## src/common/replay_pkg.sv

```systemverilog
//************************************************************
// Shared constants of the replay engine: bus widths, register
// map, field positions and reset defaults
// Register map is fixed, WO then RW then RO, one word each
//************************************************************
`default_nettype none

package replay_pkg;

   // Bus and stream widths
   localparam int data_width = 32;
   localparam int addr_width = 32;
   // Byte address to word address shift
   localparam int addr_lsb = $clog2(data_width / 8);

   // Register sections, in address order
   localparam int num_wo_regs = 3;
   localparam int num_rw_regs = 1;
   localparam int num_ro_regs = 3;
   localparam int num_regs = num_wo_regs + num_rw_regs + num_ro_regs;

   // Word indices
   localparam int reg_pkt_len = 0;
   localparam int reg_pkt_count = 1;
   localparam int reg_ipg = 2;
   localparam int reg_ctrl = 3;
   localparam int reg_status = 4;
   localparam int reg_pkts_sent = 5;
   localparam int reg_words_sent = 6;

   // Reset values of the writable registers
   localparam logic [data_width-1:0] def_pkt_len = 32'd4;
   localparam logic [data_width-1:0] def_pkt_count = 32'd1;
   localparam logic [data_width-1:0] def_ipg = 32'd0;
   localparam logic [data_width-1:0] def_ctrl = 32'd0;

   // Bit positions in ctrl and status
   localparam int ctrl_enable_bit = 0;
   localparam int status_busy_bit = 0;
   localparam int status_done_bit = 1;

   // Packet format
   localparam logic [7:0] hdr_tag = 8'hA5;
   // Low bits of pkt_len that count
   localparam int len_width = 8;
   // Sequence number field
   localparam int seq_width = 16;

endpackage

`default_nettype wire

```

## src/ipif_regs/ipif_regs.sv

```systemverilog
//************************************************************
// Register file on the IPIF-style chip-select/ack bus
// One ack per access, one cycle after cs is sampled
// Byte enables are not honoured so only full-word writes work
// Bad section or out-of-map address gives error and zero data
//************************************************************
`default_nettype none

module ipif_regs (
   input  wire logic                              Bus2IP_Clk,
   input  wire logic                              rst,
   input  wire logic [replay_pkg::addr_width-1:0] bus2ip_addr,
   input  wire logic                              bus2ip_cs,
   input  wire logic                              bus2ip_rnw,
   input  wire logic [replay_pkg::data_width-1:0] bus2ip_data,
   input  wire logic [replay_pkg::data_width/8-1:0] bus2ip_be,
   output logic      [replay_pkg::data_width-1:0] ip2bus_data,
   output logic                                   ip2bus_rdack,
   output logic                                   ip2bus_wrack,
   output logic                                   ip2bus_error,
   output logic      [replay_pkg::data_width-1:0] pkt_len,
   output logic      [replay_pkg::data_width-1:0] pkt_count,
   output logic      [replay_pkg::data_width-1:0] ipg,
   output logic      [replay_pkg::data_width-1:0] ctrl,
   // Bit 0 busy, bit 1 done
   input  wire logic [1:0]                        status,
   input  wire logic [replay_pkg::data_width-1:0] pkts_sent,
   input  wire logic [replay_pkg::data_width-1:0] words_sent
);

   import replay_pkg::*;

   logic [addr_width-addr_lsb-1:0] word_idx;
   logic                           accept;
   logic                           in_map;
   logic                           rd_ok;
   logic                           wr_ok;
   logic [data_width-1:0]          rd_word;

   // Upper address bits kept so far addresses miss the map
   assign word_idx = bus2ip_addr[addr_width-1:addr_lsb];
   // Cs stays high through our own ack cycle
   assign accept = bus2ip_cs && !(ip2bus_rdack || ip2bus_wrack);

   // Section decode
   assign in_map = word_idx < num_regs;
   assign rd_ok = in_map && (word_idx >= num_wo_regs);
   assign wr_ok = word_idx < (num_wo_regs + num_rw_regs);

   // Read mux over RW and RO sections
   always_comb begin
      rd_word = '0;
      case (word_idx)
         reg_ctrl: rd_word = ctrl;
         reg_status: begin
            rd_word[status_busy_bit] = status[0];
            rd_word[status_done_bit] = status[1];
         end
         reg_pkts_sent: rd_word = pkts_sent;
         reg_words_sent: rd_word = words_sent;
         default: rd_word = '0;
      endcase
   end

   always_ff @(posedge Bus2IP_Clk) begin
      if (rst) begin
         pkt_len <= def_pkt_len;
         pkt_count <= def_pkt_count;
         ipg <= def_ipg;
         ctrl <= def_ctrl;
         ip2bus_data <= '0;
         ip2bus_rdack <= 1'b0;
         ip2bus_wrack <= 1'b0;
         ip2bus_error <= 1'b0;
      end else begin
         // Acks and error last one cycle
         ip2bus_rdack <= 1'b0;
         ip2bus_wrack <= 1'b0;
         ip2bus_error <= 1'b0;
         if (accept && bus2ip_rnw) begin
            ip2bus_rdack <= 1'b1;
            ip2bus_error <= !rd_ok;
            // Read mux gives zero outside the readable sections
            ip2bus_data <= rd_word;
         end
         if (accept && !bus2ip_rnw) begin
            ip2bus_wrack <= 1'b1;
            ip2bus_error <= !wr_ok;
            ip2bus_data <= '0;
            // Register file untouched on error
            if (wr_ok) begin
               case (word_idx)
                  reg_pkt_len: pkt_len <= bus2ip_data;
                  reg_pkt_count: pkt_count <= bus2ip_data;
                  reg_ipg: ipg <= bus2ip_data;
                  reg_ctrl: ctrl <= bus2ip_data;
                  default: ctrl <= ctrl;
               endcase
            end
         end
      end
   end

   // Never both acks at once
   a_one_ack: assert property (@(posedge Bus2IP_Clk) disable iff (rst)
      !(ip2bus_rdack && ip2bus_wrack));

   // One ack per access since the master drops cs after it
   a_ack_pulse: assert property (@(posedge Bus2IP_Clk) disable iff (rst)
      (ip2bus_rdack || ip2bus_wrack) |=> !(ip2bus_rdack || ip2bus_wrack));

   // Partial writes are outside what the master may issue
   a_full_word: assert property (@(posedge Bus2IP_Clk) disable iff (rst)
      (bus2ip_cs && !bus2ip_rnw) |-> (&bus2ip_be));

endmodule

`default_nettype wire

```

## src/verilog/replay_sched.sv

```systemverilog
//************************************************************
// Packet scheduler, runs on a rising edge of enable
// Enable toggled before the run finishes is not seen
// Count of zero finishes at once with nothing sent
//************************************************************
`default_nettype none

module replay_sched (
   input  wire logic                              Bus2IP_Clk,
   input  wire logic                              rst,
   input  wire logic                              enable,
   input  wire logic [replay_pkg::data_width-1:0] pkt_count,
   input  wire logic [replay_pkg::data_width-1:0] ipg,
   input  wire logic                              pkt_done,
   output logic                                   start,
   output logic      [replay_pkg::seq_width-1:0]  seq,
   output logic                                   run_start,
   output logic                                   busy,
   output logic                                   done,
   output logic      [replay_pkg::data_width-1:0] pkts_sent
);

   import replay_pkg::*;

   typedef enum logic [1:0] {st_idle, st_issue, st_wait, st_gap} state_t;

   state_t                state;
   logic                  en_q;
   logic [data_width-1:0] gap_cnt;
   logic                  pkt_open;

   always_ff @(posedge Bus2IP_Clk) begin
      if (rst) begin
         state <= st_idle;
         en_q <= 1'b0;
         start <= 1'b0;
         run_start <= 1'b0;
         busy <= 1'b0;
         done <= 1'b0;
         pkts_sent <= '0;
         gap_cnt <= '0;
      end else begin
         en_q <= enable;
         start <= 1'b0;
         run_start <= 1'b0;
         case (state)
            st_idle: begin
               // New run on enable edge
               if (enable && !en_q) begin
                  run_start <= 1'b1;
                  pkts_sent <= '0;
                  done <= 1'b0;
                  busy <= 1'b1;
                  state <= st_issue;
               end
            end
            st_issue: begin
               // Zero count or enable dropped during gap
               if (pkts_sent >= pkt_count || !enable) begin
                  busy <= 1'b0;
                  done <= 1'b1;
                  state <= st_idle;
               end else begin
                  start <= 1'b1;
                  seq <= pkts_sent[seq_width-1:0];
                  state <= st_wait;
               end
            end
            st_wait: begin
               if (pkt_done) begin
                  pkts_sent <= pkts_sent + 1'b1;
                  // Last packet or stop request
                  if ((pkts_sent + 1'b1) >= pkt_count || !enable) begin
                     busy <= 1'b0;
                     done <= 1'b1;
                     state <= st_idle;
                  end else begin
                     gap_cnt <= ipg;
                     state <= st_gap;
                  end
               end
            end
            default: begin
               // Inter-packet gap count down
               if (gap_cnt == '0) begin
                  state <= st_issue;
               end else begin
                  gap_cnt <= gap_cnt - 1'b1;
               end
            end
         endcase
      end
   end

   // Packet in flight between start and pkt_done
   always_ff @(posedge Bus2IP_Clk) begin
      if (rst) begin
         pkt_open <= 1'b0;
      end else if (start) begin
         pkt_open <= 1'b1;
      end else if (pkt_done) begin
         pkt_open <= 1'b0;
      end
   end

   // Generator must be idle when start arrives
   a_no_overlap: assert property (@(posedge Bus2IP_Clk) disable iff (rst)
      start |-> !pkt_open);

endmodule

`default_nettype wire

```

## src/verilog/replay_gen.sv

```systemverilog
//************************************************************
// Word generator, one packet per start pulse
// Only the low len_width bits of pkt_len count, 0 means 1
// Start must not arrive while a packet is being sent
//************************************************************
`default_nettype none

module replay_gen (
   input  wire logic                              Bus2IP_Clk,
   input  wire logic                              rst,
   input  wire logic                              start,
   input  wire logic [replay_pkg::seq_width-1:0]  seq,
   input  wire logic [replay_pkg::data_width-1:0] pkt_len,
   input  wire logic                              ready,
   output logic                                   valid,
   output logic      [replay_pkg::data_width-1:0] word,
   output logic                                   last,
   output logic                                   pkt_done
);

   import replay_pkg::*;

   logic [len_width-1:0] idx;
   logic [len_width-1:0] len_q;
   logic [len_width-1:0] eff_len;
   logic [seq_width-1:0] seq_q;

   // Zero length sends a bare header
   assign eff_len = (pkt_len[len_width-1:0] == '0) ? len_width'(1) : pkt_len[len_width-1:0];

   // Header first, then seq and word index
   assign word = (idx == '0) ? {hdr_tag, seq_q, len_q}
      : {seq_q, {(data_width - seq_width - len_width){1'b0}}, idx};
   assign last = (idx == len_q - 1'b1);

   always_ff @(posedge Bus2IP_Clk) begin
      if (rst) begin
         valid <= 1'b0;
         pkt_done <= 1'b0;
         idx <= '0;
      end else begin
         pkt_done <= 1'b0;
         if (start) begin
            valid <= 1'b1;
            idx <= '0;
         end else if (valid && ready) begin
            if (last) begin
               // Packet handed over in full
               valid <= 1'b0;
               pkt_done <= 1'b1;
            end else begin
               idx <= idx + 1'b1;
            end
         end
      end
   end

   // Packet fields, captured once per packet
   always_ff @(posedge Bus2IP_Clk) begin
      if (start) begin
         seq_q <= seq;
         len_q <= eff_len;
      end
   end

   // Stalled word stays put until taken
   a_hold: assert property (@(posedge Bus2IP_Clk) disable iff (rst)
      (valid && !ready) |=> (valid && $stable(word) && $stable(last)));

endmodule

`default_nettype wire

```

## src/verilog/replay_tx.sv

```systemverilog
//************************************************************
// Output transmitter moving one word per four-phase req/ack cycle
// Sink must keep out_ack low until out_req is raised
//************************************************************
`default_nettype none

module replay_tx (
   input  wire logic                              Bus2IP_Clk,
   input  wire logic                              rst,
   input  wire logic                              run_start,
   input  wire logic                              valid,
   input  wire logic [replay_pkg::data_width-1:0] word,
   input  wire logic                              last,
   input  wire logic                              out_ack,
   output logic                                   ready,
   output logic                                   out_req,
   output logic      [replay_pkg::data_width-1:0] out_data,
   output logic                                   out_last,
   output logic      [replay_pkg::data_width-1:0] words_sent
);

   import replay_pkg::*;

   typedef enum logic [1:0] {st_idle, st_req, st_rel} state_t;

   state_t state;

   // Take a word only when the last exchange is fully closed
   assign ready = (state == st_idle);

   always_ff @(posedge Bus2IP_Clk) begin
      if (rst) begin
         state <= st_idle;
         out_req <= 1'b0;
      end else begin
         case (state)
            st_idle: begin
               if (valid) begin
                  out_req <= 1'b1;
                  state <= st_req;
               end
            end
            st_req: begin
               // Sink took the word
               if (out_ack) begin
                  out_req <= 1'b0;
                  state <= st_rel;
               end
            end
            default: begin
               // Wait for ack to drop
               if (!out_ack) begin
                  state <= st_idle;
               end
            end
         endcase
      end
   end

   // Completed exchanges in this run
   always_ff @(posedge Bus2IP_Clk) begin
      if (rst || run_start) begin
         words_sent <= '0;
      end else if (state == st_rel && !out_ack) begin
         words_sent <= words_sent + 1'b1;
      end
   end

   // Data and last held for the whole exchange
   always_ff @(posedge Bus2IP_Clk) begin
      if (ready && valid) begin
         out_data <= word;
         out_last <= last;
      end
   end

   // Req only rises from a cycle in which ack was low
   a_req_rise: assert property (@(posedge Bus2IP_Clk) disable iff (rst)
      $rose(out_req) |-> !$past(out_ack));

endmodule

`default_nettype wire

```

## src/verilog/pcap_replay_top.sv

```systemverilog
//************************************************************
// Replay engine top: registers, scheduler, generator and
// transmitter in a chain, bus in and four-phase port out
//************************************************************
`default_nettype none

module pcap_replay_top (
   input  wire logic                                Bus2IP_Clk,
   input  wire logic                                rst,
   input  wire logic [replay_pkg::addr_width-1:0]   bus2ip_addr,
   input  wire logic                                bus2ip_cs,
   input  wire logic                                bus2ip_rnw,
   input  wire logic [replay_pkg::data_width-1:0]   bus2ip_data,
   input  wire logic [replay_pkg::data_width/8-1:0] bus2ip_be,
   output logic      [replay_pkg::data_width-1:0]   ip2bus_data,
   output logic                                     ip2bus_rdack,
   output logic                                     ip2bus_wrack,
   output logic                                     ip2bus_error,
   output logic                                     out_req,
   output logic      [replay_pkg::data_width-1:0]   out_data,
   output logic                                     out_last,
   input  wire logic                                out_ack
);

   import replay_pkg::*;

   // Register values
   logic [data_width-1:0] pkt_len;
   logic [data_width-1:0] pkt_count;
   logic [data_width-1:0] ipg;
   logic [data_width-1:0] ctrl;
   // Progress back to registers
   logic                  busy;
   logic                  done;
   logic [data_width-1:0] pkts_sent;
   logic [data_width-1:0] words_sent;
   // Scheduler to generator
   logic                  start;
   logic [seq_width-1:0]  seq;
   logic                  run_start;
   logic                  pkt_done;
   // Word stream
   logic                  valid;
   logic                  ready;
   logic [data_width-1:0] word;
   logic                  last;

   ipif_regs ipif_regs_inst (
      .Bus2IP_Clk   (Bus2IP_Clk),
      .rst          (rst),
      .bus2ip_addr  (bus2ip_addr),
      .bus2ip_cs    (bus2ip_cs),
      .bus2ip_rnw   (bus2ip_rnw),
      .bus2ip_data  (bus2ip_data),
      .bus2ip_be    (bus2ip_be),
      .ip2bus_data  (ip2bus_data),
      .ip2bus_rdack (ip2bus_rdack),
      .ip2bus_wrack (ip2bus_wrack),
      .ip2bus_error (ip2bus_error),
      .pkt_len      (pkt_len),
      .pkt_count    (pkt_count),
      .ipg          (ipg),
      .ctrl         (ctrl),
      .status       ({done, busy}),
      .pkts_sent    (pkts_sent),
      .words_sent   (words_sent)
   );

   replay_sched replay_sched_inst (
      .Bus2IP_Clk (Bus2IP_Clk),
      .rst        (rst),
      .enable     (ctrl[ctrl_enable_bit]),
      .pkt_count  (pkt_count),
      .ipg        (ipg),
      .pkt_done   (pkt_done),
      .start      (start),
      .seq        (seq),
      .run_start  (run_start),
      .busy       (busy),
      .done       (done),
      .pkts_sent  (pkts_sent)
   );

   replay_gen replay_gen_inst (
      .Bus2IP_Clk (Bus2IP_Clk),
      .rst        (rst),
      .start      (start),
      .seq        (seq),
      .pkt_len    (pkt_len),
      .ready      (ready),
      .valid      (valid),
      .word       (word),
      .last       (last),
      .pkt_done   (pkt_done)
   );

   replay_tx replay_tx_inst (
      .Bus2IP_Clk (Bus2IP_Clk),
      .rst        (rst),
      .run_start  (run_start),
      .valid      (valid),
      .word       (word),
      .last       (last),
      .out_ack    (out_ack),
      .ready      (ready),
      .out_req    (out_req),
      .out_data   (out_data),
      .out_last   (out_last),
      .words_sent (words_sent)
   );

endmodule

`default_nettype wire

```

## config.mk

```make
export PLATFORM = sky130hd
export DESIGN_NAME = pcap_replay_top
export DESIGN_NICKNAME = d
export VERILOG_FILES = /design/src/common/replay_pkg.sv /design/src/ipif_regs/ipif_regs.sv /design/src/verilog/replay_sched.sv /design/src/verilog/replay_gen.sv /design/src/verilog/replay_tx.sv /design/src/verilog/pcap_replay_top.sv
export SDC_FILE = /design/constraint.sdc
export NUM_CORES = 1
export LEC_CHECK = 0
export ABC_AREA = 1
export BUFFER_PORTS_ARGS = -buffer_cell sky130_fd_sc_hd__clkbuf_2
export CORE_ASPECT_RATIO = 1.1
export CORE_UTILIZATION = 50
export DETAILED_ROUTE_END_ITERATION = 8
export GPL_ROUTABILITY_DRIVEN = 0
export PLACE_DENSITY_LB_ADDON = 0.05
export SETUP_SLACK_MARGIN = 0.02
export SLEW_MARGIN = 20
export SYNTH_ARGS = -nofsm -noshare
export SYNTH_HDL_FRONTEND = slang
export SYNTH_SLANG_ARGS = --single-unit
```

## constraint.sdc

```tcl
create_clock -name Bus2IP_Clk -period 4.1 [get_ports Bus2IP_Clk]
set_input_delay 0.41 -clock Bus2IP_Clk [delete_from_list [all_inputs] [get_ports Bus2IP_Clk]]
set_output_delay 0.41 -clock Bus2IP_Clk [all_outputs]
set_load 0.1 [all_outputs]
```

After elaboration in Yosys (flattened, before gate mapping) --
Index checks and enable logic that the tools add are counted.
Cells by class: $add $sub $neg 5, order comparisons 5, eq/ne operators 20, multiplexer cells 43, bitwise operators 7, reductions and logical operators 49
Operator list (number):
- 32-bit 2-to-1 mux | 5
- 32-bit one-hot mux with 2 select lines | 2
- 30-bit by 3-bit equality test with 1-bit output (second input constant) | 3
- 30-bit one-hot mux with 3 select lines | 1
- 32-bit by 1-bit adder with 32-bit output (second input constant) | 2
- 32-bit greater-or-equal comparator | 2
- 30-bit by 2-bit equality test with 1-bit output (second input constant) | 2
- 30-bit by 3-bit < comparator with 1-bit output (second input constant) | 2
- 32-bit logical NOT | 1
- 32-bit by 1-bit subtractor with 32-bit output (second input constant) | 1
- 30-bit by 1-bit equality test with 1-bit output (second input constant) | 1
- 30-bit by 2-bit greater-or-equal comparator with 1-bit output (second input constant) | 1
- 30-bit logical NOT | 1
- 3-bit AND reduction | 9
- 24-bit 2-to-1 mux | 1
- 1-bit 2-to-1 mux | 20
- 8-bit logical NOT | 2
- 2-bit 2-to-1 mux | 8
- 2-bit OR reduction | 5
- 8-bit by 1-bit adder with 8-bit output (second input constant) | 1
- 8-bit equality test | 1
- 2-bit by 1-bit inequality test with 1-bit output (second input constant) | 4
- 2-bit inequality test (second input constant) | 4
- 2-bit one-hot mux with 4 select lines | 1
- other kinds (20) | 49
Storage, ports and cells: bits in registers 328, input bits 73, logic and storage cells 158

Longest topological paths before layout --
depth after elaboration 6, mapped depth 28, gate-level depth less buffers 27

Hierarchy --
From an unflattened synthesis, not the netlist that was laid out.
Unflattened totals: cells, all modules 2497, area, all modules 18405.2 µm²
Modules (own cells, without submodules):
- replay_sched | times used 1, cells each 998, area an instance 6840.3 µm², sequential area each 1901.8 µm²
- ipif_regs | times used 1, cells each 936, area an instance 6795.3 µm², sequential area each 3263.1 µm²
- replay_tx | times used 1, cells each 338, area an instance 2910.3 µm², sequential area each 1691.6 µm²
- replay_gen | times used 1, cells each 225, area an instance 1859.3 µm², sequential area each 920.9 µm²

Least setup slack after synthesis --
No wires, ideal clock.
path type register to register, from register replay_sched_inst.pkts_sent[0] (netlist bit), to register replay_sched_inst.gap_cnt[29], setup time 64 ps, data arrival time 2895 ps, data required time 4036 ps, setup slack 1141 ps, stages on the path, launching flop included 22, buffers on the path 1, path through dfxtp_1 > nand3_1 > nor3_1 > inv_1 > nor2_1 > inv_1 > nor3_1 > xor2_1 > inv_1 > ha_1 > a21oi_1 > o21ai_0 > nor2_1 > nand2_1 > nand2_1 > nand2_1 > nand2_4 > nand2_4 > inv_2 > buf_6 > nor2_1 > nor2_1
Between the ends: cells in the longest elaborated chain, start to end 5
RTL lines:
- start: declaration | line replay_sched.sv:20 | output logic [replay_pkg::data_width-1:0] pkts_sent
- start signal: assignment | line replay_sched.sv:71 | pkts_sent <= pkts_sent + 1'b1;
- 32-bit by 1-bit adder with 32-bit output | line replay_sched.sv:73 | if ((pkts_sent + 1'b1) >= pkt_count || !enable) begin
- 32-bit greater-or-equal comparator | line replay_sched.sv:73
- 1-bit logical OR | line replay_sched.sv:73
- 2-bit inequality test (no source line)
- 4-bit AND reduction (no source line)
- end signal: assignment | line replay_sched.sv:78 | gap_cnt <= ipg;
- end signal: assignment | line replay_sched.sv:88 | gap_cnt <= gap_cnt - 1'b1;
- end: declaration | line replay_sched.sv:29 | logic [data_width-1:0] gap_cnt;
Every way passes these cells. A chain may end at the register's enable or synchronous reset.

Worst setup path in the final report --
from register replay_sched_inst.pkts_sent[1] (netlist bit), to register replay_sched_inst.gap_cnt[11]
The elaborated chain is that of the path after synthesis.

==> impl_metrics.tcl <==
set metrics [dict create \
    peakVddDrop_uv 340 \
    synth_area_um2 16800 \
    antenna_found_initial 0 \
    cts_tree "done" \
    intPower_mw 5.32 \
    slew_headroom 0.257 \
    routedWlPerCell_um 16.8 \
    cp.required_ns 4.51 \
    via_count 15171 \
    numPortBuffers 135 \
    dr.pass1.iters 5 \
    regArea_um2 7300 \
    routed_via_density 5.41 \
    leakage_nw 7.73 \
    cts_max_level 2 \
    ant_nets 0 \
    slowest_stage "dfxtp_1" \
    critPathMaxStageDelay_ns 0.45 \
    synth_ff_type "dfxtp_1" \
    synthCells 2229 \
    power_switching_mw 1.63 \
    min_period_ns 3.74 \
    drive_gt1_frac 0.123 \
    clk_pin_slew_ns 0.06 \
    crit_family "simple AND/OR/NAND/NOR gates" \
    root_buffer "clkbuf_16" \
    cts_sinks 328 \
    pwr-share-comb 0.052 \
    ys_seq_area_frac 0.434 \
    ys_ff_latch 328 \
    setup_violations 0 \
    hold_slack_ns 0.196 \
    rsz0062_at_grt "no" \
    finalHoldViolCount 0 \
    critPathKind "reg2reg" \
    crit_path_end_kind "register" \
    grt_pass1_vias 14077 \
    path_buf_inv 4 \
    place_area_um2 17900 \
    async_reset_ff_frac 0 \
    fin_area_um2 19100 \
    area_delta_synth_final_pct 13.9 \
    routed_wl_mm 47.1 \
    synth-edff-count 73 \
    dp.cells 2737 \
    worst_path_most_repeated_cell "nand2_1" \
    synth_fp_nets 2376 \
    fin_util 0.577 \
    crit_path_start_kind "register" \
    status "complete, no violations" \
    fp.dieArea_um2 34400 \
    hpwl_mm 34.8 \
    synth.avg_cell_area_um2 7.54 \
    grt_pass1_wl_mm 74.8 \
    numCtsBuffers 37 \
    fillers 3124 \
    dieHeight_um 194 \
    drc_errors 0 \
    post-route-period-util 0.911 \
    die_x_um 177 \
    arrival_ns 4.15 \
    path_cells "inv_1 -> nor4_2 -> nand3_2 -> nor2_1 -> nand2_1 -> nor2_1 -> nand2_1 -> nand2_1 -> inv_1 -> ha_1 -> nand4_1 -> nor3_2 -> nand2_1 -> nand2_1 -> nand2_1 -> nand2_1 -> nand2_4 -> nand2_4 -> inv_2 -> buf_12 -> nor2_1 -> nor2_1" \
    ys_types 51 \
    finalSetupTns_ns 0 \
    yosysWarningCount 0 \
    multi_input_area_um2 7980 \
    rows 70 \
    overflow 0 \
    fmax_ghz 0.268 \
    p_per_area_nw_per_um2 363 \
    pwr-share-clk 0.474 \
    crit_fanout 17 \
    grt_util_all_layers 0.275 \
    swShare 0.234 \
    maxSlewViolCount 0 \
    io_pins 142 \
    worst_pin_slew_ns 1.11 \
    clock_skew_ns 0.0215 \
    num-nets-final 2491 \
    drt-initial-drc-count 1221 \
    p_seq_frac 0.474 \
    core_um2 33200 \
    fin_cells 2806 \
    cts_buffer_depth 3 \
    start_util 0.507 \
    grt_max_degree 65 \
    min_path_type "in2reg" \
    maxCapViolations 0 \
    clk_latency_ns 0.54 \
]
state kept, by name, summed over array words and instances, names as in the netlist, 2 cells and up:
register	count
ipif_regs_inst.ipg	32
replay_sched_inst.gap_cnt	32
replay_gen_inst.seq_q	16
ipif_regs_inst.pkt_count	32
replay_sched_inst.seq	16
ipif_regs_inst.ctrl	32
replay_tx_inst.state	2
ipif_regs_inst.ip2bus_data	32
replay_sched_inst.pkts_sent	32
ipif_regs_inst.pkt_len	8
replay_sched_inst.state	2
replay_tx_inst.out_data	32
replay_gen_inst.len_q	8
replay_tx_inst.words_sent	32
replay_gen_inst.idx	8
metrics by stage:
stage / total power [mW] / worst slack (ns)
floorplan: 3.59 / 1.14
CTS: 7.01 / 0.360
global route: 7.19 / 0.0494
global placement: 3.72 / 0.428
finish: 6.95 / 0.364
detailed placement: 3.72 / 0.392
layer usage:
metal,global-route usage,share of wire
met4,0.109,0.037
met5,0,0
met1,0.374,0.45
met3,0.0338,0.053
met2,0.443,0.46
worst register-to-register path, stage by stage, from the launching register on:
cell and delay, ns:
dfxtp_1 0.45, inv_1 0.11, nor4_2 0.40, nand3_2 0.18, nor2_1 0.23, nand2_1 0.16
nor2_1 0.12, nand2_1 0.06, nand2_1 0.07, inv_1 0.05, ha_1 0.29, nand4_1 0.17
nor3_2 0.20, nand2_1 0.08, nand2_1 0.07, nand2_1 0.05, nand2_1 0.23, nand2_4 0.09
nand2_4 0.16, inv_2 0.15, buf_12 0.18, nor2_1 0.09, nor2_1 0.05
final timing paths:
check,start,to,slack (ns),depth (start not counted)
max,replay_sched_inst.pkts_sent[1]$_SDFFE_PP0P_,replay_sched_inst.gap_cnt[11]$_SDFFE_PP0P_,0.36,22
min reg2reg,replay_sched_inst.seq[12]$_DFFE_PP_,replay_gen_inst.seq_q[12]$_DFFE_PP_,0.42,0
min,bus2ip_data[25],ipif_regs_inst.ctrl[25]$_SDFFE_PP0P_,0.20,3
max reg2reg,replay_sched_inst.pkts_sent[1]$_SDFFE_PP0P_,replay_sched_inst.gap_cnt[11]$_SDFFE_PP0P_,0.36,22
what timing repair did:
action	in CTS	in global routing
hold buffers	0	0
endpoints found under the setup margin	0	17
buffers inserted	0	0
resized for setup	0	2
logic make-up after synthesis:
group,synth area share
xor+xnor,0.0276
fa+ha+maj,0.0551
compound gates,0.148
mux,0.00298
simple gates,0.239
buf+inv,0.0930
flops,0.434
power groups by stage:
stage	clock [mW]	combinational (mW)	sequential [mW]
3_3_place_gp	0	0.356	3.37
4_1_cts	3.36	0.360	3.29
3_5_place_dp	0	0.359	3.37
6_report	3.29	0.362	3.30
5_1_grt	3.50	0.395	3.29
2_1_floorplan	0	0.212	3.38
placed cells by master, fill, tap and decap left out, types with 6 or more instances in the layout:
cell	Yosys	layout
a211oi_1	15	15
a21oi_1	200	200
buf_4	2	33
clkbuf_1	73	8
clkbuf_16	0	37
clkbuf_2	0	135
clkinv_1	4	8
clkinv_2	1	8
dfxtp_1	255	254
edfxtp_1	73	73
ha_1	74	74
inv_1	299	298
inv_2	8	9
nand2_1	359	358
nand3_1	92	90
nand3_2	6	8
nand3b_1	11	11
nand4_1	33	33
nor2_1	274	273
nor2_4	8	8
nor3_1	34	33
nor3_2	7	7
nor4_1	42	42
o21ai_0	203	203
o22ai_1	24	24
or2_2	8	8
xnor2_1	6	6
xor2_1	47	47
cells in the mapped netlist (7+ instances only):
master    instances  area share
xor2_1           47       0.024
nor3_1           34       0.010
nand2_1         359       0.080
nor3_2            7      0.0042
nand3_1          92       0.027
nor2_4            8      0.0054
inv_1           299       0.067
edfxtp_1         73        0.13
ha_1             74       0.055
inv_2             8      0.0018
or2_2             8      0.0030
nand4_1          33       0.012
nor4_1           42       0.016
buf_2            10      0.0030
nand3b_1         11      0.0049
o22ai_1          24      0.0089
clkbuf_1         73       0.016
a21oi_1         200       0.060
o21ai_0         203       0.060
nor2_1          274       0.061
dfxtp_1         255        0.30
a211oi_1         15      0.0067
cell type report:
type | count | share of cell area
inverters | 312 | 0.0612
flip-flops and latches | 328 | 0.381
repair buffers | 169 | 0.0493
multi-input cells | 1496 | 0.417
clock buffers | 49 | 0.0528
well taps | 432 | 0.0282
clock inverters | 19 | 0.0103
diodes | 1 | 0.000131
Note: power is estimated with default switching activity, not from simulation.
